==> config.mk <==
export PLATFORM = sky130hd
export DESIGN_NAME = register_file
export DESIGN_NICKNAME = d
export VERILOG_FILES = /design/src/design/cpu_types_pkg.sv /design/src/design/register_file.sv
export VERILOG_INCLUDE_DIRS = /design/src /design/src/include
export SDC_FILE = /design/constraint.sdc
export NUM_CORES = 2
export LEC_CHECK = 0
export BUFFER_PORTS_ARGS = -buffer_cell sky130_fd_sc_hd__buf_4
export CELL_PAD_IN_SITES_DETAIL_PLACEMENT = 1
export CELL_PAD_IN_SITES_GLOBAL_PLACEMENT = 1
export CORE_MARGIN = 1
export CORE_UTILIZATION = 50
export DETAILED_ROUTE_END_ITERATION = 8
export PLACE_DENSITY_LB_ADDON = 0.1
export SETUP_SLACK_MARGIN = 0.2
export SLEW_MARGIN = 15
export SYNTH_ARGS = -nofsm -noshare
export SYNTH_HDL_FRONTEND = slang
export SYNTH_SLANG_ARGS = --single-unit
==> constraint.sdc <==
create_clock -name CLK -period 1.67 [get_ports CLK]
set_input_delay 0.167 -clock CLK [delete_from_list [all_inputs] [get_ports CLK]]
set_output_delay 0.167 -clock CLK [all_outputs]
set_load 0.01 [all_outputs]
==> src/include/cpu_config.svh <==
`ifndef CPU_CONFIG_SVH
`define CPU_CONFIG_SVH

// datapath word, also the instruction width
`define CPU_WORD_WIDTH 32

// architectural register count, register 0 reads as zero
`define CPU_REG_COUNT 32

// data memory depth in words, addressed by byte address bits above bit 1
`define CPU_DMEM_WORDS 256

// first fetch address after reset
`define CPU_RESET_PC 32'h0000_0000

`endif

==> src/design/cpu_types_pkg.sv <==
`include "cpu_config.svh"

package cpu_types_pkg;

    typedef logic [`CPU_WORD_WIDTH-1:0] word_t;  // data or instruction word
    typedef logic [4:0] regbits_t;               // register index

    // primary opcode field, instr[31:26]
    typedef enum logic [5:0] {
        RTYPE = 6'h00,
        J     = 6'h02,
        JAL   = 6'h03,
        BEQ   = 6'h04,
        BNE   = 6'h05,
        ADDI  = 6'h08,
        ADDIU = 6'h09,
        SLTI  = 6'h0a,
        SLTIU = 6'h0b,
        ANDI  = 6'h0c,
        ORI   = 6'h0d,
        XORI  = 6'h0e,
        LUI   = 6'h0f,
        LW    = 6'h23,
        SW    = 6'h2b,
        HALT  = 6'h3f  // not part of MIPS32, stops the core
    } opcode_t;

    // function field of R-type instructions, instr[5:0]
    typedef enum logic [5:0] {
        SLL  = 6'h00,
        SRL  = 6'h02,
        JR   = 6'h08,
        ADD  = 6'h20,
        ADDU = 6'h21,
        SUB  = 6'h22,
        SUBU = 6'h23,
        AND  = 6'h24,
        OR   = 6'h25,
        XOR  = 6'h26,
        NOR  = 6'h27,
        SLT  = 6'h2a,
        SLTU = 6'h2b
    } funct_t;

    // operations the ALU understands
    typedef enum logic [3:0] {
        ALU_SLL  = 4'd0,
        ALU_SRL  = 4'd1,
        ALU_ADD  = 4'd2,
        ALU_SUB  = 4'd3,
        ALU_AND  = 4'd4,
        ALU_OR   = 4'd5,
        ALU_XOR  = 4'd6,
        ALU_NOR  = 4'd7,
        ALU_SLT  = 4'd8,
        ALU_SLTU = 4'd9
    } aluop_t;

endpackage

==> src/design/register_file.sv <==
`timescale 1ns/1ps
`include "cpu_config.svh"

module register_file (
    input  logic                   CLK,
    input  logic                   rst_n,
    input  logic                   wen,
    input  cpu_types_pkg::regbits_t wsel,
    input  cpu_types_pkg::regbits_t rsel1,
    input  cpu_types_pkg::regbits_t rsel2,
    input  cpu_types_pkg::word_t   wdat,
    output cpu_types_pkg::word_t   rdat1,
    output cpu_types_pkg::word_t   rdat2
);

    import cpu_types_pkg::*;

    word_t regs [`CPU_REG_COUNT];

    always_ff @(posedge CLK or negedge rst_n)
    begin
        if (!rst_n)
        begin
            for (int i = 0; i < `CPU_REG_COUNT; i++)
            begin
                regs[i] <= '0;
            end
        end
        else if (wen && (wsel != '0))  // register 0 is hardwired
        begin
            regs[wsel] <= wdat;
        end
    end

    assign rdat1 = regs[rsel1];  // asynchronous read, same-cycle operands
    assign rdat2 = regs[rsel2];

    // an attempted write to register 0 leaves it zero at the next edge
    assert property (@(posedge CLK) disable iff (!rst_n)
        (wen && (wsel == '0)) |=> (regs[0] == '0))
        else $error("register_file: register 0 changed");

endmodule

---- Yosys cells after proc, flatten, opt, wreduce, memory -nomap -nowiden ----
Index checks and enable logic that the tools add are counted.
operators by class
  $lt $le $gt $ge ......................... 4
  reduce and logical (&&, ||, !) cells .... 3
  shift operators ......................... 0
  bitwise gates (word level) .............. 3
  add/sub/neg operators ................... 0
  multiply operators ...................... 0
  div/mod/pow operators ................... 0
  eq/ne operators ......................... 0
  multiplexer cells ....................... 9
operators with widths
  kind                  count
  $bwmux W1024          1
  $bmux W32 S5          2
  $demux W32 S5         1
  $mux W32              5
  $ge A6 B6 Y1 const B  3
  $not A5 Y6            3
  $lt A6 B1 Y1 const B  1
  $reduce_bool A5 Y1    1
  $logic_and A1 B1 Y1   2
word-level totals
  input bits .............................. 50
  memories ................................ 0
  logic and storage cells ................. 51
  output and inout port bits .............. 64
  bits in writable memories ............... 0
  bits in registers ....................... 1024
  bits in latches ......................... 0
  memory bits (read-only) ................. 0

---- Depth between registers and ports, before layout ----
  word-level depth ........................ 6
  mapped depth ............................ 8

---- Least setup slack after synthesis ----
No wires, ideal clock.
  kind .................................... input to output
  from .................................... input port rsel1[1]
  to ...................................... output port rdat1[11]
  arrival ................................. 1.411 ns
  stages on the path ...................... 8
  slack ................................... 0.092 ns
  path buffers ............................ 4
  cells stage by stage .................... buf_2 > buf_4 > buf_2 > buf_2 > mux2i_1 > nand2_1 > a31oi_1 > nand3_1
on the way
  word-level cells in the longest chain between the ends .. 4
ends and longest elaborated chain
  item                                         RTL line             RTL
  from (decl)                                  register_file.sv:9   input cpu_types_pkg::regbits_t rsel1,
  $not A5 Y6 (implied by the code)             register_file.sv:35  assign rdat1 = regs[rsel1];
  $bmux W32 S5                                 register_file.sv:35
  $mux W32 (implied by the code) (2 in a row)  register_file.sv:35
  to (decl)                                    register_file.sv:12  output cpu_types_pkg::word_t rdat1,
No other way between the ends. The select of a mux whose other input is x is not followed.

---- Worst setup path after layout ----
  from .................................... register regs[951] (netlist bit)
  to ...................................... output port rdat1[23]
on the way
  word-level cells in the longest chain between the ends .. 3
ends and longest elaborated chain
  item                                         RTL line             RTL
  from (decl)                                  register_file.sv:18  word_t regs [`CPU_REG_COUNT];
  from (signal, indexed assignment)            register_file.sv:31  regs[wsel] <= wdat;
  $bmux W32 S5                                 register_file.sv:35
  $mux W32 (implied by the code) (2 in a row)  register_file.sv:35
No other way between the ends. The select of a mux whose other input is x is not followed.

==> results.md <==
- Final count of hold timing violations: 0
- Setup crit end: rdat1[23]
- Register-to-Register Path Depth: 3
- CP max stage delay: about 0.40 ns
- Synth Area in Compound Gates: between 7 and 8%
- Adder-Cell Fraction of Synth Area: 0%
- Unrepaired setup endpoints after global routing: true
- Max-slew violations: 0
- Crit path max fanout: 3
- CP Cell Sequence: mux2i_1 > a22o_1 > nor3_2 > buf_4 > a31oi_1 > buf_4 > nand3_2 > buf_6 > buf_6
- CTS buffer count: 115
- Hold path cells: 4
- Number of flip-flops in the largest register: 1,024
- Die W: about 340 um
- Syn_nets: 4,651
- Multiplexer share of the synthesized area: 38.3%
- Post-Synth XOR/XNOR Area: 0%
- Post-synth cell types: 28
- Final #Nets: 5,001
- Mapped Avg Cell Area: between 10 and 15 sq um
- DP Cell Count: ~6,300
- M1 GR Usage: a little under half
- Worst Skew: 0 ns
- Met3 usage: under 10%
- PwrDens: 1110 nW/um^2
- DP Wirelength: between 100 and 150 mm
- H-tree depth: 3
- Min-Delay Path Class: in2reg
- Crit path kind: reg2out
- Clock transition at the registers of the reported paths: about 0.060 ns
- Yosys reg bits: approximately 1,000
- Row Count: around 120
- Slew @ Worst Pin: about 0.84 ns
- Final Instance Area: 68,100 sq um
- Overall routing resource usage: between 30% and 40%
- Die height: 336 um
- Initial Util: between 50% and 60%
- Worst r2r dst: regs[783]
- Clk sinks: approximately 1,000
- 1st-pass router iterations: 5
- Post-Synth Simple-Gate Area: under 10%
- Clock tree buffer depth: 3
- Worst flop-to-flop path startpoint: regs[783]
- Syn-to-layout area delta: 21.8%
- ANT nets after route: 0
- Max-cap violation count: 0
- Non-filler instance count after layout: 6,538
- Vias in the first global route: ~45,000
- Mapped cell area: around 56,000 sq um
- Via count: between 40,000 and 50,000
- Clk Latency, worst-skew pair: roughly 0.7 ns
- CP required: ~1.5 ns
- Peak Freq: between 0.4 and 0.5 GHz
- Post-synthesis async set-or-reset flop share: 100%
- DR vias/cell: 6.31
- M2 GR Usage: approximately three fifths
- Post-synthesis sequential area ratio: a little under half
- Setup violations, final: between 60 and 70
- Delay-heaviest family, CP: buffers and inverters
- Residual DRC: 0
- Yosys warnings: 0
- Layout cell share with drive strength beyond 1: approximately 40%
- # port buffers: around 110
- Area leader, netlist: dfrtp_1
- I/O Pins: 114
- Gpl congestion: ~0.86
- WL final: ~200 mm
- Placed cell area: ~63,000 sq um
- Levels on crit path: 9
- Worst Setup Start Kind: flop
- Worst path arrival time: ~2.3 ns
- Worst Setup End Kind: output port
- CTS tree: done
- Yosys top cell area share: about 46%
- DR iter-0 viols: roughly 3,200
- Global route total overflow: 0
- Initial antenna violation count: 8
- Global routing's busiest layer: met2
- Final min period: roughly 2.5 ns
- Largest registers: regs (1024)
- Failing checks: negative setup slack
- CTS root buf: clkbuf_16
- Ys flop type: dfrtp_1
- Setup crit start: regs[951]
- Core Footprint: 111,000 sq um
- Reg with most FFs: regs
- Leak: between 30 and 40 nW
- Post-synthesis cell count: about 4,600
- Worst Path Buf+Inv: 4
- Largest family of logic cells by synthesized area: multiplexers
- Largest net degree at the start of global routing: approximately 110
- Area contributors post-synth: dfrtp_1 46%, mux2_2 19%, mux2i_1 18%
- Relative slew slack: between 40% and 50%
- R2r setup slk: ~0.63 ns
- WL/cell: 30.7 um
- Final period utilization: 148%
- Post-synth EDFFs: 0
- First-pass GRT wire length: roughly 300 mm
- Setup ws final: -0.801 ns
- Maximum VDD drop: approximately 1 mV
- Worst-path cell with the longest stage delay: dfrtp_1
- Run status: finished, violations left
- Die area: roughly 110,000 sq um
## cell usage in the layout, fill, tap and decap left out, types with 29 or more instances in the layout
cell type,count
a31oi_1,33
clkbuf_8,29
buf_6,76
mux2_2,953
nand3_1,146
a21oi_1,192
mux2i_1,1019
a22oi_1,192
buf_12,180
buf_4,414
clkbuf_16,118
nand2_1,193
clkbuf_1,31
mux2_1,39
dlygate4sd3_1,33
nand3_2,37
dfrtp_1,1024
a22o_1,128
nor3_2,47
## report_power, final
group / switching (mW) / total, mW / internal [mW]
sequential: 3.96 / 33.5 / 29.6
combinational: 7.75 / 16.5 / 8.78
clock: 10.7 / 25.7 / 15.0
## cell families after synthesis
kind of cell | Yosys count
muxes | 2016
DFF | 1024
AOI/OAI and AO/OA | 576
and+or+nand+nor | 512
buffers and inverters | 473
## cell usage after synthesis (all sizes together), types with 19 or more instances
library cell	n
dfrtp	1024
mux2i	1024
mux2	992
buf	249
clkbuf	224
nand2	210
nand3	194
a21oi	192
a22oi	192
a22o	128
nor3	65
a31oi	64
nor2	19
## worst register-to-register path: cells and delay by family, from the launching register on
kind,cells,cell delay (ns)
DFF,1,0.40
buffers and inverters,2,0.28
muxes,1,0.26
## cell type report
type | instances | area (sq um)
Antenna cell | 8 | 20.0
Timing Repair Buffer | 706 | 7940
Clock inverter | 30 | 318
Multi-Input combinational cell | 3104 | 28900
Fill cell | 10800 | 42700
Tap cell | 1488 | 1860
Sequential cell | 1024 | 25600
Clock buffer | 178 | 3470
## routing by layer
metal / wire (um) / vias to the layer above / share of wire [%]
met1: 85300 / 21900 / 42
met2: 95600 / 1242 / 48
met5: 0 / - / 0
met3: 10700 / 487 / 5.3
li1: - / 17700 / -
met4: 9090 / 0 / 4.5
## what timing repair did
item,4_1_cts,5_1_grt
endpoints found under the hold margin,1921,0
endpoints found under the setup margin,64,64
setup buffers,14,15
hold buffers,33,0
pin swaps,119,100
cloned,0,0
gates resized for setup,201,44
## metrics by stage
stage | power, mW | setup WS, ns | TNS, ns | util (%) | hold WS [ns]
2_1_floorplan | 42.9 | 0.199 | 0 | - | -0.129
3_3_place_gp | 48.2 | -0.743 | -83.59 | 56.4 | 0.375
3_5_place_dp | 49.1 | -0.748 | -114.82 | 56.4 | 0.370
4_1_cts | 75.6 | -0.865 | -39.56 | 61.1 | 0.0768
5_1_grt | 78.8 | -0.880 | -43.04 | 61.5 | 0.114
6_report | 75.7 | -0.801 | -38.05 | 61.5 | 0.116
## worst min-delay path by stage
stage,from,to,slack [ns]
finish,wsel[4],regs[703],0.12
global route,wsel[4],regs[703],0.11
CTS,wsel[4],regs[703],0.08
detailed placement,rst_n,regs[623],0.37
global placement,rst_n,regs[559],0.37
floorplan,rst_n,regs[0],-0.13
Power figures use the tool's default switching activity.
