## src/include/cpu_config.svh

```systemverilog
`ifndef CPU_CONFIG_SVH
`define CPU_CONFIG_SVH

// datapath word, also the instruction width
`define CPU_WORD_WIDTH 32

// architectural register count, register 0 reads as zero
`define CPU_REG_COUNT 32

// data memory depth in words, addressed by byte address bits above bit 1
`define CPU_DMEM_WORDS 256

// first fetch address after reset
`define CPU_RESET_PC 32'h0000_0000

`endif

```

## src/design/cpu_types_pkg.sv

```systemverilog
`include "cpu_config.svh"

package cpu_types_pkg;

    typedef logic [`CPU_WORD_WIDTH-1:0] word_t;  // data or instruction word
    typedef logic [4:0] regbits_t;               // register index

    // primary opcode field, instr[31:26]
    typedef enum logic [5:0] {
        RTYPE = 6'h00,
        J     = 6'h02,
        JAL   = 6'h03,
        BEQ   = 6'h04,
        BNE   = 6'h05,
        ADDI  = 6'h08,
        ADDIU = 6'h09,
        SLTI  = 6'h0a,
        SLTIU = 6'h0b,
        ANDI  = 6'h0c,
        ORI   = 6'h0d,
        XORI  = 6'h0e,
        LUI   = 6'h0f,
        LW    = 6'h23,
        SW    = 6'h2b,
        HALT  = 6'h3f  // not part of MIPS32, stops the core
    } opcode_t;

    // function field of R-type instructions, instr[5:0]
    typedef enum logic [5:0] {
        SLL  = 6'h00,
        SRL  = 6'h02,
        JR   = 6'h08,
        ADD  = 6'h20,
        ADDU = 6'h21,
        SUB  = 6'h22,
        SUBU = 6'h23,
        AND  = 6'h24,
        OR   = 6'h25,
        XOR  = 6'h26,
        NOR  = 6'h27,
        SLT  = 6'h2a,
        SLTU = 6'h2b
    } funct_t;

    // operations the ALU understands
    typedef enum logic [3:0] {
        ALU_SLL  = 4'd0,
        ALU_SRL  = 4'd1,
        ALU_ADD  = 4'd2,
        ALU_SUB  = 4'd3,
        ALU_AND  = 4'd4,
        ALU_OR   = 4'd5,
        ALU_XOR  = 4'd6,
        ALU_NOR  = 4'd7,
        ALU_SLT  = 4'd8,
        ALU_SLTU = 4'd9
    } aluop_t;

endpackage

```

## src/design/control_unit.sv

```systemverilog
`timescale 1ns/1ps

module control_unit (
    input  cpu_types_pkg::word_t  instr,
    output logic                  alusrc,
    output logic                  shift,
    output logic                  lui,
    output logic                  ext,
    output logic                  regdst,
    output logic                  regwr,
    output logic                  memwr,
    output logic                  memread,
    output logic                  memtoreg,
    output logic                  branch,
    output logic                  bne,
    output logic                  jump,
    output logic                  jumpal,
    output logic                  jumpreg,
    output logic                  halt,
    output cpu_types_pkg::aluop_t aluop
);

    import cpu_types_pkg::*;

    opcode_t opcode;
    funct_t  func;

    assign opcode = opcode_t'(instr[31:26]);
    assign func   = funct_t'(instr[5:0]);

    always_comb
    begin
        alusrc   = 1'b0;
        shift    = 1'b0;
        lui      = 1'b0;
        ext      = 1'b1;     // sign extension unless the opcode says otherwise
        regdst   = 1'b0;
        regwr    = 1'b0;     // unknown opcodes leave the register file alone
        memwr    = 1'b0;
        memread  = 1'b0;
        memtoreg = 1'b0;
        branch   = 1'b0;
        bne      = 1'b0;
        jump     = 1'b0;
        jumpal   = 1'b0;
        jumpreg  = 1'b0;
        halt     = 1'b0;
        aluop    = ALU_ADD;

        case (opcode)
            RTYPE:
            begin
                regdst = 1'b1;
                regwr  = 1'b1;
                case (func)
                    ADD, ADDU: aluop = ALU_ADD;  // no overflow trap
                    SUB, SUBU: aluop = ALU_SUB;
                    AND:       aluop = ALU_AND;
                    OR:        aluop = ALU_OR;
                    XOR:       aluop = ALU_XOR;
                    NOR:       aluop = ALU_NOR;
                    SLT:       aluop = ALU_SLT;
                    SLTU:      aluop = ALU_SLTU;
                    SLL:
                    begin
                        shift = 1'b1;
                        aluop = ALU_SLL;
                    end
                    SRL:
                    begin
                        shift = 1'b1;
                        aluop = ALU_SRL;
                    end
                    JR:
                    begin
                        jumpreg = 1'b1;
                        regwr   = 1'b0;  // jr has no destination
                    end
                    default:   regwr = 1'b0;
                endcase
            end
            ADDI, ADDIU:
            begin
                alusrc = 1'b1;
                regwr  = 1'b1;
                ext    = (opcode == ADDIU);  // addi keeps the zero-extended immediate
            end
            ANDI, ORI, XORI:
            begin
                alusrc = 1'b1;
                regwr  = 1'b1;
                ext    = 1'b0;
                aluop  = (opcode == ANDI) ? ALU_AND : (opcode == ORI) ? ALU_OR : ALU_XOR;
            end
            SLTI, SLTIU:
            begin
                alusrc = 1'b1;
                regwr  = 1'b1;
                aluop  = (opcode == SLTI) ? ALU_SLT : ALU_SLTU;
            end
            LUI:
            begin
                lui    = 1'b1;
                alusrc = 1'b1;
                regwr  = 1'b1;
                ext    = 1'b0;
                aluop  = ALU_OR;  // upper immediate ored with a zero operand
            end
            LW:
            begin
                alusrc   = 1'b1;
                regwr    = 1'b1;
                memread  = 1'b1;
                memtoreg = 1'b1;
            end
            SW:
            begin
                alusrc = 1'b1;
                memwr  = 1'b1;
            end
            BEQ, BNE:
            begin
                branch = (opcode == BEQ);
                bne    = (opcode == BNE);
                aluop  = ALU_SUB;  // zero flag compares rs and rt
            end
            J:   jump = 1'b1;
            JAL:
            begin
                jump   = 1'b1;
                jumpal = 1'b1;
                regwr  = 1'b1;  // link register
            end
            HALT: halt = 1'b1;
            default: ;
        endcase
    end

    // a store never writes back, whatever the opcode table grows into
    always_comb
    begin
        assert final (!(memwr && regwr))
            else $error("control_unit: memwr and regwr both set for %h", instr);
    end

endmodule

```

## config.mk

```make
export PLATFORM = sky130hd
export DESIGN_NAME = control_unit
export DESIGN_NICKNAME = d
export VERILOG_FILES = /design/src/design/cpu_types_pkg.sv /design/src/design/control_unit.sv
export VERILOG_INCLUDE_DIRS = /design/src /design/src/include
export SDC_FILE = /design/constraint.sdc
export NUM_CORES = 1
export LEC_CHECK = 0
export BUFFER_PORTS_ARGS = -buffer_cell sky130_fd_sc_hd__buf_4
export CAP_MARGIN = 10
export CORE_AREA = 2 2 39 41
export DETAILED_ROUTE_END_ITERATION = 16
export DIE_AREA = 0 0 41 43
export PLACE_DENSITY = 0.75
export SLEW_MARGIN = 20
export SYNTH_ARGS = -nofsm -noshare
export SYNTH_HDL_FRONTEND = slang
export SYNTH_SLANG_ARGS = --single-unit
```

## constraint.sdc

```tcl
create_clock -name vclk -period 3.7
set_input_delay 1.11 -clock vclk [all_inputs]
set_output_delay 1.11 -clock vclk [all_outputs]
set_load 0.005 [all_outputs]
```

# --- Word level (Yosys, flattened, before mapping) ---
# Index checks and enable logic that the tools add are counted.
# W data, S select, Z words.
totals:
  regBits: 0
  latch_bits: 0
  ramBits: 0
  rom_bits: 0
  input_bits: 32
  output_inout_bits: 19
  elab_cells: 62
  mem_count: 0
classes:
  n_addsub: 0
  mul: 0
  n_div: 0
  magnitude_cmp: 0
  n_eq_ne: 27
  n_shift: 0
  muxes: 22
  bitwise: 0
  reduce_logical: 13
ops:
  columns: ["operator", "n"]
  rows:
  - ["$eq A6 B6 Y1 const B", 13]
  - ["$eq A6 B4 Y1 const B", 9]
  - ["$pmux W4 S9", 1]
  - ["$pmux W4 S5", 1]
  - ["$reduce_or A10 Y1", 2]
  - ["$eq A6 B2 Y1 const B", 3]
  - ["$mux W1", 16]
  - ["$eq A6 B3 Y1 const B", 2]
  - ["$logic_not A6 Y1", 2]
  - ["$reduce_or A12 Y1", 1]
  - ["$reduce_or A2 Y1", 6]
  - ["$mux W2", 2]
  - ["$pmux W1 S2", 2]
  - ["$reduce_or A4 Y1", 1]
  - ["$reduce_or A3 Y1", 1]

# --- Depth between registers and ports, before layout ---
# Gate-level depths: netlist (run 1).
logic_depth:
  ltp_word: 4
  depth_mapped: 5
  depth_no_buf: 3

# --- Least setup slack after synthesis (run 1) ---
# Ideal clock, no wire load.
synth_path:
  kind: "in2out"
  startpoint: "input port instr[30]"
  endpoint: "output port jumpreg"
  t_arrival_ps: 2426
  setup_slack_ps: 164
  path_stages: 5
  path_cell_list: "buf_6 -> or3_4 -> or4b_4 -> buf_6 -> nor4b_4"
synth_via:
  elab_chain_cells: 2
synth_lines:
  columns: ["element", "line", "rtl"]
  rows:
  - ["start, declared", "control_unit.sv:4", "input cpu_types_pkg::word_t instr,"]
  - ["$logic_not A6 Y1", "control_unit.sv:50", "case (opcode)"]
  - ["$mux W1", "control_unit.sv:50", null]
  - ["end, declared", "control_unit.sv:18", "output logic jumpreg,"]
# Every way passes these cells.

# --- Final worst setup path (run 1) ---
layout_path:
  startpoint: "input port instr[31]"
  endpoint: "output port jumpreg"
# The elaborated chain is that of the path after synthesis.

==> results of run 1 <==
[kinds of logic (layout without fill, tap and decap cells)]
kind of cell	Yosys count	in the layout	synth area share [%]
simple gates	37	37	61.6
compound gates	14	14	23.3
buf+inv	11	38	15.1
[power by group]
part           internal (mW)  switching (mW)
Sequential                 0               0
Combinational         0.0252          0.0254
Clock                      0               0
[synth_stat cells]
library cell               count  area [µm²]
sky130_fd_sc_hd__nor3b_2       1        12.5
sky130_fd_sc_hd__o21ai_0       3        15.0
sky130_fd_sc_hd__and3_1        1        6.26
sky130_fd_sc_hd__o32ai_1       1        8.76
sky130_fd_sc_hd__clkbuf_1      5        18.8
sky130_fd_sc_hd__nor4bb_1      1        10.0
sky130_fd_sc_hd__or3_4         1        11.3
sky130_fd_sc_hd__a41oi_1       1        8.76
sky130_fd_sc_hd__or4b_4        1        13.8
sky130_fd_sc_hd__buf_4         1        7.51
sky130_fd_sc_hd__inv_1         3        11.3
sky130_fd_sc_hd__nand4b_1      1        8.76
sky130_fd_sc_hd__nand3_1       4        20.0
sky130_fd_sc_hd__nor2b_1       2        12.5
sky130_fd_sc_hd__and4b_1       1        10.0
sky130_fd_sc_hd__nand2b_1      2        12.5
sky130_fd_sc_hd__buf_6         2        22.5
sky130_fd_sc_hd__nor4b_4       1        23.8
sky130_fd_sc_hd__nand2_1       3        11.3
sky130_fd_sc_hd__a31oi_1       2        12.5
sky130_fd_sc_hd__o21bai_1      1        7.51
sky130_fd_sc_hd__nor3b_1       2        15.0
sky130_fd_sc_hd__o22ai_1       3        18.8
sky130_fd_sc_hd__o22a_1        1        8.76
sky130_fd_sc_hd__nor2_1        7        26.3
sky130_fd_sc_hd__nor4_1        5        31.3
sky130_fd_sc_hd__a22oi_1       1        7.51
sky130_fd_sc_hd__a21oi_1       1        5.00
sky130_fd_sc_hd__nor3_1        4        20.0
[routing by layer]
layer | up-vias | global-route usage [%] | wire length [µm] | part of all wire (%)
met1 | 257 | 18.0 | 517 | 42
met3 | 0 | 0.524 | 72 | 5.8
met5 | - | 0 | 0 | 0
met4 | 0 | 0 | 0 | 0
li1 | 290 | - | - | -
met2 | 16 | 25.9 | 653 | 52
[final cells by class]
cell class / instances / area share [%]
multi-input cells: 51 / 53.5
inverters: 3 / 1.78
repair buffers: 35 / 41.6
well taps: 16 / 3.17
[per-stage QoR]
stage | instances | cell area, µm² | utilization [%] | hold slack (ps) | power [mW]
global placement | 105 | 632 | 45.7 | 2500 | 0.0495
finish | 105 | 632 | 45.7 | 2500 | 0.0506
floorplan | 62 | 398 | - | 2240 | 0.0258
detailed placement | 105 | 632 | 45.7 | 2510 | 0.0504
global route | 105 | 632 | 45.7 | 2510 | 0.0553
CTS | 105 | 632 | 45.7 | 2510 | 0.0505
[worst max-delay path: stages]
cell and delay, ps:
sky130_fd_sc_hd__buf_4 120, sky130_fd_sc_hd__or3_4 380, sky130_fd_sc_hd__or4b_4 560, sky130_fd_sc_hd__nor4b_4 220, sky130_fd_sc_hd__buf_4 140
[final timing paths]
| path | startpoint | to | slack [ps] | cells past startpoint |
|---|---|---|---|---|
| max | instr[31] | jumpreg | 60 | 5 |
| min | instr[1] | jumpreg | 2500 | 3 |
==> flow_metrics.tcl, run 1 <==
set metrics [dict create \
    floorplan.die_area_mm2 0.00176 \
    place.gp.congestion 0.735 \
    most-common-layout-cells "35 x sky130_fd_sc_hd__buf_4, 7 x sky130_fd_sc_hd__nor2_1, 5 x sky130_fd_sc_hd__nor4_1" \
    floorplan.die.width_um 41 \
    synth.cell_area_um2 398 \
    grt.overflow.total 0 \
    worst-setup-path-type "in -> out" \
    number_of_global_route_vias_before_repair 447 \
    worst_hold_path_type "in -> out" \
    register_area_share_after_synthesis_pct 0 \
    power.density_cell_area_mw_per_mm2 80.0 \
    floorplan.initialDensity_pct 28.8 \
    maxCapViolCount 0 \
    worst_pin_slew_ps 344 \
    dr_total_vias 563 \
    syn_inst 62 \
    launching_element_type_of_the_critical_path "primary input" \
    final_period_minus_worst_setup_slack_ps 3640 \
    regArea_um2 0 \
    synth-warning-count 0 \
    antenna_violations_before_repair 0 \
    cts.repair.resized 0 \
    fin_crit_sh_pct 98.4 \
    cts_setup_buffers 0 \
    average_via_count_per_standard_cell 5.36 \
    timing.critical_path.to_type "primary output" \
    nets 123 \
    num-fill-cells 162 \
    ir_drop_uv 37.6 \
    pin_count 51 \
    totalWireLength_um 1240 \
    numSequentialCells 0 \
    drt_drc_violations_left 0 \
    worst_ep_arrival_time_ps 2530 \
    run_status "finished clean" \
    slew_headroom_pct 76.8 \
    final_common_cell "sky130_fd_sc_hd__buf_4" \
    core_area_mm2 0.00138 \
    number_of_hold_repair_buffers_added_at_the_cts_stage 0 \
    slew_viol_final 0 \
    clock_buffers 0 \
    drt-initial-drc-count 7 \
    power.leakage_nw 0.277 \
    die_height_um 43 \
    area_growth_pct 58.8 \
    hold_violations 0 \
    syn_avg_cell_area_um2 6.42 \
    setup_tns_ps 0 \
    fmaxAchievable_mhz 275 \
    rsz0062_at_grt "false" \
    synth.distinct_cells 29 \
    global_route.usage.total_pct 14.1 \
    ant_nets 0 \
    worst_slack_ps 60.5 \
    detailedPlace.worstSlack_ps 54.0 \
    final_layout_size_suffix_gt1_share_pct 43.8 \
    antennaDiodeCount 0 \
    wirelength_per_cell_um 11.8 \
    io_buffers 31 \
    synth_nets 94 \
    grt_max_degree 15 \
    critical_path_peak_fanout 7 \
    detailedRoute.firstPassIterationCount 4 \
    dp_hpwl_um 1030 \
    grt_pass1_wl_um 1870 \
    rows 14 \
    finish_stage_setup_viols 0 \
    multiInputGateArea_um2 338 \
    data_required_time_at_the_worst_endpoint_ps 2590 \
]
Power figures use the tool's default switching activity.
==> run 2, diff against run 1 <==
--- a/config.mk
+++ b/config.mk
@@ -11,7 +11,7 @@
 export CORE_AREA = 2 2 39 41
 export DETAILED_ROUTE_END_ITERATION = 16
 export DIE_AREA = 0 0 41 43
-export PLACE_DENSITY = 0.75
+export PLACE_DENSITY = 0.87
 export SLEW_MARGIN = 20
 export SYNTH_ARGS = -nofsm -noshare
 export SYNTH_HDL_FRONTEND = slang
==> run 2 against run 1 <==
Compared with the run above:
- maximum frequency down 0.15%
- first-iteration DRC count up 71%
- non-clock buffer count down 1
- utilization down 0.27 points
- flip-flop and latch count unchanged
- worst setup slack worse by 5.5 ps
- final cell count down 0.95%
- critical endpoint unchanged
==> flow_metrics.tcl, run 2 (synthesis gave the netlist of run 1 again) <==
set metrics [dict create \
    power.leakage_nw 0.274 \
    grt_pass1_wl_um 1840 \
    total_power_mw 0.0508 \
    multiInputGateArea_um2 338 \
    fin_crit_sh_pct 98.5 \
    slew_headroom_pct 75.5 \
    rsz0062_at_grt "false" \
    floorplan.die_area_mm2 0.00176 \
    floorplan.die.width_um 41 \
    io_buffers 31 \
    dpl_cell_area_um2 624 \
    pin_count 51 \
    floorplan.initialDensity_pct 28.8 \
    setup_tns_ps 0 \
    grt.overflow.total 0 \
    worst_pin_slew_ps 364 \
    final_layout_size_suffix_gt1_share_pct 43.2 \
    data_required_time_at_the_worst_endpoint_ps 2590 \
    worst_hold_path_type "in -> out" \
    ant_nets 0 \
    final_common_cell "sky130_fd_sc_hd__buf_4" \
    grt_max_degree 15 \
    final_period_minus_worst_setup_slack_ps 3650 \
    hold_violations 0 \
    die_height_um 43 \
    core_area_mm2 0.00138 \
    wirelength_per_cell_um 12.5 \
    fmaxAchievable_mhz 274 \
    cp_slowest_stage_delay_ps 560 \
    worst_path_most_repeated_cell "sky130_fd_sc_hd__buf_4" \
    average_via_count_per_standard_cell 5.49 \
    antenna_violations_before_repair 0 \
    global_route.usage.total_pct 13.7 \
    rows 14 \
    regArea_um2 0 \
    clock_buffers 0 \
    drt_drc_violations_left 0 \
    nets 122 \
    finish_stage_setup_viols 0 \
    worst_path_max_delay_cell "sky130_fd_sc_hd__or4b_4" \
    maxCapViolCount 0 \
    finalCoreUtilization_pct 45.4 \
    run_status "finished clean" \
    worst_ep_arrival_time_ps 2540 \
    worst-setup-path-type "in -> out" \
    power.density_cell_area_mw_per_mm2 80.9 \
    numSequentialCells 0 \
    critical_path_peak_fanout 7 \
    slew_viol_final 0 \
    post_layout_inst_area_um2 628 \
    num-fill-cells 150 \
    place.gp.congestion 0.758 \
    dr_total_vias 571 \
    ir_drop_uv 44.3 \
    timing.critical_path.to_type "primary output" \
    most-common-layout-cells "33 x sky130_fd_sc_hd__buf_4, 7 x sky130_fd_sc_hd__nor2_1, 5 x sky130_fd_sc_hd__nor4_1" \
    antennaDiodeCount 0 \
    whs_ps 2500 \
    launching_element_type_of_the_critical_path "primary input" \
    timing.critical_path.cells "buf_4 > or3_4 > or4b_4 > nor4b_4 > buf_4" \
    number_of_global_route_vias_before_repair 459 \
    drt-initial-drc-count 12 \
    dp_hpwl_um 1050 \
    area_growth_pct 57.9 \
    totalWireLength_um 1300 \
    detailedRoute.firstPassIterationCount 4 \
]
run 2: changes by cell type in the layout (fill, tap and decap cells not counted):
cell and delta:
sky130_fd_sc_hd__buf_4 -2, sky130_fd_sc_hd__buf_6 +1
run 2: worst paths after layout:
path	start	end	slack, ps	cells after the start
worst max-delay path	instr[30]	jumpreg	50	5
worst min-delay path	instr[1]	jumpreg	2500	3
run 2: area by class of cell:
cell class	instances	share of cell area [%]
inverter	3	1.79
multi-input combinational	51	53.8
tap	16	3.19
timing repair buffer	34	41.2
run 2: timing repair:
| action | CTS | global route |
|---|---|---|
| hold buffers | 0 | 0 |
| setup buffers | 0 | 0 |
| endpoints found under the setup margin | 0 | 2 |
| resized for setup | 0 | 1 |
run 2: worst max-delay path, delay by kind of cell:
kind	cells	cell delay, ps
and+or+nand+nor	3	1170
buffers and inverters	2	260
run 2: routing by layer:
| layer | track usage (%) | routed length, µm | vias to the layer above |
|---|---|---|---|
| met5 | 0 | 0 | - |
| met3 | 1.05 | 105 | 0 |
| met1 | 18.4 | 535 | 253 |
| met2 | 24.1 | 655 | 27 |
| met4 | 0 | 0 | 0 |
| li1 | - | - | 291 |
run 2: where the power goes:
part           internal, mW  switching, mW  leakage [nW]
registers                 0              0             0
clock network             0              0             0
logic                0.0251         0.0257         0.274
run 2: stage by stage:
step,setup WS [ps],cells
after global routing,11.3,104
final,55.0,104
after detailed placement,43.8,104
after floorplan,164,62
after CTS,38.3,104
after global placement,52.6,104
