==> config.mk <==
export PLATFORM = sky130hd
export DESIGN_NAME = alu
export DESIGN_NICKNAME = d
export VERILOG_FILES = /design/src/design/cpu_types_pkg.sv /design/src/design/alu.sv
export VERILOG_INCLUDE_DIRS = /design/src /design/src/include
export SDC_FILE = /design/constraint.sdc
export NUM_CORES = 1
export LEC_CHECK = 0
export BUFFER_PORTS_ARGS = -buffer_cell sky130_fd_sc_hd__buf_2
export CAP_MARGIN = 40
export CORE_ASPECT_RATIO = 0.9
export CORE_MARGIN = 3
export CORE_UTILIZATION = 42
export DETAILED_ROUTE_END_ITERATION = 10
export PLACE_DENSITY_LB_ADDON = 0.25
export REMOVE_ABC_BUFFERS = 1
export SYNTH_ARGS = -nofsm -noshare
export SYNTH_HDL_FRONTEND = slang
export SYNTH_SLANG_ARGS = --single-unit
==> constraint.sdc <==
create_clock -name vclk -period 3.5
set_input_delay 0 -clock vclk [all_inputs]
set_output_delay 0 -clock vclk [all_outputs]
set_load 0.02 [all_outputs]
==> src/include/cpu_config.svh <==
`ifndef CPU_CONFIG_SVH
`define CPU_CONFIG_SVH

// datapath word, also the instruction width
`define CPU_WORD_WIDTH 32

// architectural register count, register 0 reads as zero
`define CPU_REG_COUNT 32

// data memory depth in words, addressed by byte address bits above bit 1
`define CPU_DMEM_WORDS 256

// first fetch address after reset
`define CPU_RESET_PC 32'h0000_0000

`endif

==> src/design/cpu_types_pkg.sv <==
`include "cpu_config.svh"

package cpu_types_pkg;

    typedef logic [`CPU_WORD_WIDTH-1:0] word_t;  // data or instruction word
    typedef logic [4:0] regbits_t;               // register index

    // primary opcode field, instr[31:26]
    typedef enum logic [5:0] {
        RTYPE = 6'h00,
        J     = 6'h02,
        JAL   = 6'h03,
        BEQ   = 6'h04,
        BNE   = 6'h05,
        ADDI  = 6'h08,
        ADDIU = 6'h09,
        SLTI  = 6'h0a,
        SLTIU = 6'h0b,
        ANDI  = 6'h0c,
        ORI   = 6'h0d,
        XORI  = 6'h0e,
        LUI   = 6'h0f,
        LW    = 6'h23,
        SW    = 6'h2b,
        HALT  = 6'h3f  // not part of MIPS32, stops the core
    } opcode_t;

    // function field of R-type instructions, instr[5:0]
    typedef enum logic [5:0] {
        SLL  = 6'h00,
        SRL  = 6'h02,
        JR   = 6'h08,
        ADD  = 6'h20,
        ADDU = 6'h21,
        SUB  = 6'h22,
        SUBU = 6'h23,
        AND  = 6'h24,
        OR   = 6'h25,
        XOR  = 6'h26,
        NOR  = 6'h27,
        SLT  = 6'h2a,
        SLTU = 6'h2b
    } funct_t;

    // operations the ALU understands
    typedef enum logic [3:0] {
        ALU_SLL  = 4'd0,
        ALU_SRL  = 4'd1,
        ALU_ADD  = 4'd2,
        ALU_SUB  = 4'd3,
        ALU_AND  = 4'd4,
        ALU_OR   = 4'd5,
        ALU_XOR  = 4'd6,
        ALU_NOR  = 4'd7,
        ALU_SLT  = 4'd8,
        ALU_SLTU = 4'd9
    } aluop_t;

endpackage

==> src/design/alu.sv <==
`timescale 1ns/1ps

module alu (
    input  cpu_types_pkg::word_t  porta,
    input  cpu_types_pkg::word_t  portb,
    input  logic [4:0]            shamt,
    input  cpu_types_pkg::aluop_t aluop,
    output cpu_types_pkg::word_t  result,
    output logic                  zero
);

    import cpu_types_pkg::*;

    logic signed_lt;
    logic unsigned_lt;

    assign signed_lt   = $signed(porta) < $signed(portb);
    assign unsigned_lt = porta < portb;

    always_comb
    begin
        case (aluop)
            ALU_SLL:  result = porta << shamt;   // porta carries rt on shifts
            ALU_SRL:  result = porta >> shamt;   // logical, zeros shifted in
            ALU_ADD:  result = porta + portb;
            ALU_SUB:  result = porta - portb;
            ALU_AND:  result = porta & portb;
            ALU_OR:   result = porta | portb;
            ALU_XOR:  result = porta ^ portb;
            ALU_NOR:  result = ~(porta | portb);
            ALU_SLT:  result = word_t'(signed_lt);
            ALU_SLTU: result = word_t'(unsigned_lt);
            default:  result = '0;
        endcase
    end

    assign zero = (result == '0);  // branches rely on this after ALU_SUB

endmodule

# Word-level counts from Yosys, hierarchy flattened
# Index checks and enable logic that the tools add are counted.
[word_totals] inputBits=73 register_bits=0
[classes] shift=2 eq_ne=9 add_sub_neg=2 n_bitwise=4 magnitude_cmp=2 n_mux=1 n_reduce_logical=2
[ops] cell="32-bit case mux with 10 select lines" n=1
[ops] cell="32-bit less-than comparator" n=2
[ops] cell="32-bit adder" n=1
[ops] cell="32-bit bitwise AND" n=1
[ops] cell="32-bit zero test" n=1
[ops] cell="32-bit NOT" n=1
[ops] cell="32-bit OR" n=1
[ops] cell="32-bit by 5-bit << shifter with 32-bit output" n=1
[ops] cell="32-bit by 5-bit right shift with 32-bit output" n=1
[ops] cell="32-bit subtractor" n=1
[ops] cell="32-bit XOR" n=1
[ops] cell="4-bit by 3-bit == test with 1-bit output (second input constant)" n=4
[ops] cell="4-bit by 2-bit == test with 1-bit output (second input constant)" n=2
[ops] cell="4-bit == test (second input constant)" n=2
[ops] cell="4-bit by 1-bit == test with 1-bit output (second input constant)" n=1
[ops] cell="4-bit zero test" n=1

# Longest topological paths before layout
# Gate-level depths: netlist (run 1).
[depth] ltp_word=4 ltp_mapped=16 ltp_nobuf=14

# Worst setup path after synthesis (run 1)
# OpenSTA, ideal clock, no wires.
[synth_path] path_type="input port to output port" from="in porta[18]" to="out zero" required_ps=3500 slack_ps=-157 cell_stages=15 n_path_buf=2 t_arrival_ps=3657 path_cell_list="clkbuf_1 inv_1 ha_1 clkbuf_1 a2111oi_0 o211ai_1 and3_1 nor3_1 a211oi_1 or2_2 xor2_1 a221o_1 nand3b_1 or4b_1 nor2_1"
[synth_between] elab_cells_between_ends=12 classes_between="2 x add/sub; 2 x order compare; 2 x shift; 1 x mux; 4 x bitwise; 1 x reduce/logical"
[synth_lines] item="start, declared" line="alu.sv:4" text="input cpu_types_pkg::word_t porta,"
[synth_lines] item="32-bit subtractor, or another cell as far along" line="alu.sv:26" text="ALU_SUB: result = porta - portb;"
[synth_lines] item="32-bit case mux with 10 select lines *" line="alu.sv:22" text="case (aluop)"
[synth_lines] item="net result[23]" line="alu.sv:8" text="output cpu_types_pkg::word_t result,"
[synth_lines] item="32-bit zero test *" line="alu.sv:37" text="assign zero = (result == '0);"
[synth_lines] item="end, declared" line="alu.sv:9" text="output logic zero"
# The timed path passes the listed nets; every way through them passes the cells marked *.

# Worst setup path after layout (run 1)
[layout_path] from="in shamt[2]" to="out zero"
[layout_between] elab_chain_len=3 elab_cells_between_ends=4 classes_between="2 x shift; 1 x mux; 1 x reduce/logical"
[layout_rtl] item="start, declared" line="alu.sv:6" text="input logic [4:0] shamt,"
[layout_rtl] item="32-bit by 5-bit right shift with 32-bit output or 32-bit by 5-bit << shifter with 32-bit output (tied branches)" line="alu.sv:24, alu.sv:23"
[layout_rtl] item="32-bit case mux with 10 select lines *" line="alu.sv:22"
[layout_rtl] item="32-bit zero test *" line="alu.sv:37"
# Mark *: on every way between the ends. The rest lies on a longest branch, timed or not.

==> metrics.txt, run 1 <==
# TYPE chip_impl_metric gauge
chip_impl_info{name="run_status",value="complete, but fails checks"} 1
chip_impl_info{name="failing_checks",value="setup timing"} 1
chip_impl_metric{name="cp_max_fo",unit=""} 14
chip_impl_metric{name="layout.nets",unit=""} 2144
chip_impl_metric{name="dr_total_vias",unit=""} 15050
chip_impl_metric{name="finalHoldViolCount",unit=""} 0
chip_impl_metric{name="fp.dieArea",unit="mm²"} 0.02641
chip_impl_metric{name="dieHeight",unit="µm"} 154.5
chip_impl_metric{name="leakage",unit="nW"} 7.055
chip_impl_metric{name="clockBufferCount",unit=""} 0
chip_impl_metric{name="filler_cell_count",unit=""} 2221
chip_impl_metric{name="drive_above_1_share",unit=""} 0.3789
chip_impl_metric{name="dp.final_hpwl",unit="µm"} 49950
chip_impl_info{name="hold_end",value="result[28]"} 1
chip_impl_metric{name="holdBufCountCts",unit=""} 0
chip_impl_metric{name="place.gp.congestion",unit=""} 1.043
chip_impl_metric{name="initial_util",unit=""} 0.4333
chip_impl_metric{name="finalMaxSlewViolations",unit=""} 0
chip_impl_metric{name="period_share",unit=""} 1.047
chip_impl_metric{name="die_x",unit="µm"} 171.0
chip_impl_metric{name="placed_cells",unit=""} 2258
chip_impl_metric{name="synth_area_per_cell",unit="µm²"} 6.867
chip_impl_metric{name="pin_count_of_the_biggest_net_entering_global_routing",unit=""} 37
chip_impl_metric{name="grt_usage",unit=""} 0.4406
chip_impl_metric{name="synth.cell_area",unit="mm²"} 0.01029
chip_impl_metric{name="core.rowCount",unit=""} 53
chip_impl_metric{name="regArea",unit="µm²"} 0
chip_impl_metric{name="period_minus_slack",unit="ns"} 3.665
chip_impl_metric{name="achievable_clock_frequency",unit="GHz"} 0.2729
chip_impl_metric{name="crit_required",unit="ns"} 3.50
chip_impl_metric{name="hold_ws",unit="ns"} 0.8235
chip_impl_info{name="timing.critical_path.to_type",value="output port"} 1
chip_impl_metric{name="detail_route.vias_per_cell",unit=""} 6.633
chip_impl_metric{name="final_cell_count_no_fill",unit=""} 2269
chip_impl_metric{name="ant_nets",unit=""} 0
chip_impl_info{name="crit_type",value="in2out"} 1
chip_impl_info{name="layout_common_cells",value="471 x sky130_fd_sc_hd__buf_4, 136 x sky130_fd_sc_hd__nor2_1, 131 x sky130_fd_sc_hd__nand2_1"} 1
chip_impl_info{name="critical_path.startpoint_type",value="input port"} 1
chip_impl_metric{name="synth_cells",unit=""} 1498
chip_impl_info{name="worstHoldPathType",value="in2out"} 1
chip_impl_metric{name="post_drt_wl_per_cell",unit="µm"} 26.88
chip_impl_metric{name="first_global_vias",unit=""} 14120
chip_impl_metric{name="synth-seq-area-share",unit=""} 0
chip_impl_metric{name="total_detailed_routing_wirelength",unit="µm"} 61000
chip_impl_metric{name="remaining_drc_errors",unit=""} 0
chip_impl_metric{name="hold_path_depth",unit=""} 6
chip_impl_metric{name="utilization_after_layout",unit=""} 0.6340
chip_impl_metric{name="num_io_pins",unit=""} 106
chip_impl_metric{name="gr-total-overflow",unit=""} 0
chip_impl_metric{name="firstDrtPassIters",unit=""} 7
chip_impl_metric{name="power.ir.vdd_worst",unit="V"} 0.0001115
chip_impl_info{name="rsz_0062_raised_after_global_routing",value="true"} 1
chip_impl_metric{name="worst-endpoint-arrival",unit="ns"} 3.66
chip_impl_metric{name="sequential_cell_total",unit=""} 0
chip_impl_metric{name="finalSetupViolations",unit=""} 1
chip_impl_metric{name="syn_to_final_growth",unit="%"} 46.30
chip_impl_info{name="layout_commonest_cell",value="sky130_fd_sc_hd__buf_4"} 1
chip_impl_metric{name="portBuffers",unit=""} 106
chip_impl_metric{name="global_route_wire_length_before_repair",unit="µm"} 88710
chip_impl_metric{name="total_of_max_cap_violations",unit=""} 0
chip_impl_metric{name="yosys_warnings",unit=""} 0
chip_impl_metric{name="synthDistinctLibCells",unit=""} 86
chip_impl_metric{name="power_density",unit="mW/mm²"} 180.4
chip_impl_info{name="hold_path_startpoint",value="portb[25]"} 1
chip_impl_metric{name="dp_slack",unit="ns"} -0.7321
chip_impl_metric{name="timing_worst_slew_pin_value",unit="ns"} 0.8532
chip_impl_metric{name="p_total",unit="mW"} 2.715
chip_impl_metric{name="antenna_found_initial",unit=""} 2
chip_impl_metric{name="initialDrtViolationCount",unit=""} 2354
chip_impl_metric{name="core_region_area",unit="mm²"} 0.02374
chip_impl_metric{name="finalWorstSetupSlack",unit="ns"} -0.1646
chip_impl_metric{name="slew-limit-headroom",unit=""} 0.4165
[synthesized netlist by cell type (all sizes together), types with 6 or more instances]
library cell,count,area (µm²)
inv,101,379.1
a221o,6,60.06
a22oi,21,157.7
o21ai,104,520.5
xnor2,33,289.0
mux2i,88,880.8
a31oi,17,118.9
clkbuf,80,300.3
nor4,17,106.4
nand4,15,93.84
nand2b,17,106.4
and2,13,83.84
o22ai,30,187.7
or2,10,62.56
buf,53,277.8
a21o,12,90.09
a211o,13,113.9
a21oi,106,530.5
o311ai,6,52.55
nand2,131,491.7
o2111ai,8,70.07
a211oi,34,255.2
and3,6,37.54
nor2b,19,118.9
or3,10,62.56
xor2,6,52.55
nor3,36,180.2
a221oi,12,105.1
nand3,28,140.1
o221ai,12,105.1
o211ai,29,217.7
o31ai,13,97.59
nor2,139,521.8
mux4,42,945.9
mux2,18,202.7
ha,101,1264
a2111oi,11,98.85
o21bai,9,67.56
[timing repair]
action / CTS / global route
resized for setup: 69 / 36
pin swaps: 32 / 12
setup endpoints to repair: 1 / 1
buffers inserted: 7 / 3
[worst max-delay path: stages]
cell                       delay (ns)
sky130_fd_sc_hd__buf_4           0.23
sky130_fd_sc_hd__buf_12          0.15
sky130_fd_sc_hd__mux2_2          0.36
sky130_fd_sc_hd__or2_2           0.32
sky130_fd_sc_hd__a31oi_4         0.23
sky130_fd_sc_hd__o22ai_1         0.10
sky130_fd_sc_hd__or4_4           0.54
sky130_fd_sc_hd__a311o_1         0.34
sky130_fd_sc_hd__a31oi_2         0.19
sky130_fd_sc_hd__nor4bb_1        0.09
sky130_fd_sc_hd__a311o_1         0.35
sky130_fd_sc_hd__or4b_1          0.47
sky130_fd_sc_hd__nor2_1          0.12
sky130_fd_sc_hd__buf_4           0.15
[per-layer routing]
layer,GRT usage,vias to the layer above,routed length (µm)
met5,0.01890,-,92
met4,0.1881,6,3462
met3,0.1293,185,8569
met2,0.6279,1155,24520
met1,0.6128,7143,24360
li1,-,6562,-
[cell families after synthesis]
group | share of synthesized area
AOI/OAI and AO/OA | 0.3297
buffers and inverters | 0.09377
muxes | 0.1973
and+or+nand+nor | 0.2193
adders and majority gates | 0.1267
xor gates and xnor gates | 0.03320
[report_power, final]
part / switching [mW] / internal, mW / leakage (nW)
registers: 0 / 0 / 0
logic: 1.53 / 1.18 / 7.06
clock network: 0 / 0.000000000462 / 0.00000928
total: 1.53 / 1.18 / 7.06
[layout make-up]
class / instances / area [µm²] / share of cell area
inverters: 103 / 386.6 / 0.02569
repair buffers: 601 / 4492 / 0.2984
diodes: 1 / 2.502 / 0.0001663
multi-input cells: 1262 / 9792 / 0.6506
well taps: 302 / 377.9 / 0.02511
[per-stage QoR]
step / instance area (µm²) / setup TNS (ns)
3_3_place_gp: 14440 / -0.6838
2_1_floorplan: 9709 / -0.007110
3_5_place_dp: 14460 / -0.7321
4_1_cts: 14840 / -0.1349
6_report: 15050 / -0.1646
5_1_grt: 15050 / -0.2536
[worst max path at each step]
stage / from / slack, ns / end / depth (start not counted)
6_report: shamt[2] / -0.16 / zero / 14
5_1_grt: porta[9] / -0.25 / zero / 18
4_1_cts: portb[0] / -0.13 / zero / 15
3_5_place_dp: porta[0] / -0.73 / zero / 17
3_3_place_gp: porta[0] / -0.68 / zero / 19
2_1_floorplan: shamt[0] / -0.007 / zero / 11
No activity file was read; power rests on OpenSTA's default activity.
==> inputs of run 2 (changes only) <==
--- a/config.mk
+++ b/config.mk
@@ -14,6 +14,7 @@
 export DETAILED_ROUTE_END_ITERATION = 10
 export PLACE_DENSITY_LB_ADDON = 0.25
 export REMOVE_ABC_BUFFERS = 1
+export SETUP_SLACK_MARGIN = 0.4
 export SYNTH_ARGS = -nofsm -noshare
 export SYNTH_HDL_FRONTEND = slang
 export SYNTH_SLANG_ARGS = --single-unit
==> run 2 against run 1 <==
Effect of this change: the flow still finishes with violations (setup timing); non-clock buffer count rose by 11; global-route usage decreased by 0.075 points; sequential cell count did not move; cell area increased by 2.3%; setup slack worse by 0.076 ns; critical path depth is 3 higher; die area unchanged; via count is 0.74% higher.
==> metrics.txt, run 2 (synthesis gave the netlist of run 1 again) <==
# TYPE chip_impl_metric gauge
chip_impl_info{name="run_status",value="complete, but fails checks"} 1
chip_impl_info{name="failing_checks",value="setup timing"} 1
chip_impl_metric{name="finalHoldViolCount",unit=""} 0
chip_impl_metric{name="first_global_vias",unit=""} 14060
chip_impl_metric{name="ant_nets",unit=""} 0
chip_impl_metric{name="cp_slowest_stage_delay",unit="ns"} 0.56
chip_impl_metric{name="utilization_after_layout",unit=""} 0.6487
chip_impl_metric{name="syn_to_final_growth",unit="%"} 49.71
chip_impl_metric{name="placed_cells",unit=""} 2258
chip_impl_metric{name="slew-limit-headroom",unit=""} 0.4228
chip_impl_metric{name="post_drt_wl_per_cell",unit="µm"} 27.03
chip_impl_metric{name="detail_route.vias_per_cell",unit=""} 6.650
chip_impl_metric{name="period_share",unit=""} 1.069
chip_impl_info{name="crit_path_start",value="portb[0]"} 1
chip_impl_metric{name="core_region_area",unit="mm²"} 0.02374
chip_impl_info{name="hold_path_startpoint",value="portb[25]"} 1
chip_impl_metric{name="final_tns_setup",unit="ns"} -0.2407
chip_impl_metric{name="regArea",unit="µm²"} 0
chip_impl_metric{name="antenna_found_initial",unit=""} 2
chip_impl_metric{name="cp_max_fo",unit=""} 3
chip_impl_metric{name="gr-total-overflow",unit=""} 0
chip_impl_metric{name="total_of_max_cap_violations",unit=""} 0
chip_impl_info{name="timing.critical_path.to_type",value="output port"} 1
chip_impl_metric{name="initialDrtViolationCount",unit=""} 2380
chip_impl_metric{name="finalSetupViolations",unit=""} 1
chip_impl_info{name="rsz_0062_raised_after_global_routing",value="true"} 1
chip_impl_metric{name="final_cell_count_no_fill",unit=""} 2280
chip_impl_metric{name="portBuffers",unit=""} 106
chip_impl_metric{name="remaining_drc_errors",unit=""} 0
chip_impl_metric{name="place.gp.congestion",unit=""} 1.043
chip_impl_metric{name="dr_total_vias",unit=""} 15160
chip_impl_metric{name="fp.dieArea",unit="mm²"} 0.02641
chip_impl_metric{name="grt_usage",unit=""} 0.4398
chip_impl_metric{name="total_detailed_routing_wirelength",unit="µm"} 61630
chip_impl_metric{name="sequential_cell_total",unit=""} 0
chip_impl_metric{name="dieHeight",unit="µm"} 154.5
chip_impl_info{name="worstHoldPathType",value="in2out"} 1
chip_impl_metric{name="finalMaxSlewViolations",unit=""} 0
chip_impl_metric{name="holdBufCountCts",unit=""} 0
chip_impl_metric{name="die_x",unit="µm"} 171.0
chip_impl_metric{name="dp_slack",unit="ns"} -0.7321
chip_impl_info{name="layout_common_cells",value="475 x sky130_fd_sc_hd__buf_4, 136 x sky130_fd_sc_hd__nor2_1, 129 x sky130_fd_sc_hd__nand2_1"} 1
chip_impl_metric{name="firstDrtPassIters",unit=""} 7
chip_impl_metric{name="dp.final_hpwl",unit="µm"} 49950
chip_impl_metric{name="layout.nets",unit=""} 2155
chip_impl_metric{name="period_minus_slack",unit="ns"} 3.741
chip_impl_metric{name="num_io_pins",unit=""} 106
chip_impl_metric{name="clockBufferCount",unit=""} 0
chip_impl_metric{name="achievable_clock_frequency",unit="GHz"} 0.2673
chip_impl_info{name="critical_path.startpoint_type",value="input port"} 1
chip_impl_metric{name="finalWorstSetupSlack",unit="ns"} -0.2407
chip_impl_metric{name="timing_worst_slew_pin_value",unit="ns"} 0.8617
chip_impl_metric{name="pin_count_of_the_biggest_net_entering_global_routing",unit=""} 37
chip_impl_info{name="timing.critical_path.slowest_stage_cell",value="sky130_fd_sc_hd__or4b_1"} 1
chip_impl_metric{name="drive_above_1_share",unit=""} 0.3991
chip_impl_metric{name="core.rowCount",unit=""} 53
chip_impl_metric{name="filler_cell_count",unit=""} 2157
chip_impl_info{name="path_cells",value="buf_8, ha_4, buf_4, buf_4, a211oi_2, o41a_1, a2bb2oi_2, nand2_1, nand4_1, or3b_4, nor3_2, nor4bb_4, buf_4, nand4_1, or4b_1, nor2_1, buf_4"} 1
chip_impl_metric{name="crit_required",unit="ns"} 3.50
chip_impl_metric{name="initial_util",unit=""} 0.4333
chip_impl_info{name="layout_commonest_cell",value="sky130_fd_sc_hd__buf_4"} 1
chip_impl_metric{name="global_route_wire_length_before_repair",unit="µm"} 88480
chip_impl_info{name="cpMostUsedCell",value="sky130_fd_sc_hd__buf_4"} 1
chip_impl_metric{name="worst-endpoint-arrival",unit="ns"} 3.74
chip_impl_info{name="crit_type",value="in2out"} 1
[run 2: cell types whose count changed in the layout (fill, tap and decap cells not counted), sizes merged]
cell | before | now
buf | 601 | 612
clkinvlp | 0 | 2
clkinv | 2 | 1
inv | 101 | 100
[run 2: layer usage]
| metal | vias up | track usage | share of wire |
|---|---|---|---|
| met5 | - | 0.01890 | 0.0012 |
| met4 | 4 | 0.1851 | 0.062 |
| met3 | 228 | 0.1298 | 0.14 |
| met2 | 1239 | 0.6279 | 0.40 |
| met1 | 7107 | 0.6115 | 0.40 |
| li1 | 6584 | - | - |
[run 2: final timing paths]
check	endpoint	slack (ns)	cells past startpoint
worst max-delay path	zero	-0.24	17
worst min-delay path	result[28]	0.79	6
[run 2: what timing repair did]
action,in CTS,in global routing
gates resized for setup,68,106
pin swaps,25,33
setup endpoints to repair,9,12
setup buffers,8,12
[run 2: layout make-up]
type / instances / area, µm² / share of cell area
antenna: 1 / 2.502 / 0.0001625
inverter: 103 / 394.1 / 0.02559
multi-input combinational: 1262 / 9976 / 0.6477
tap: 302 / 377.9 / 0.02453
timing repair buffer: 612 / 4651 / 0.3020
[run 2: worst max-delay path, delay by kind of cell]
kind                     cells  cell delay, ns
AO/OA/AOI/OAI                3            0.97
buffers and inverters        5            0.65
adder cells (fa/ha/maj)      1            0.15
AND/OR/NAND/NOR              8            1.94
[run 2: per-stage QoR]
| step | hold WS, ns | cell area [µm²] |
|---|---|---|
| finish | 0.7941 | 15400 |
| global route | 0.8028 | 15400 |
| CTS | 0.7696 | 14820 |
| detailed placement | 0.7624 | 14460 |
| global placement | 0.7490 | 14440 |
| floorplan | 0.2327 | 9709 |
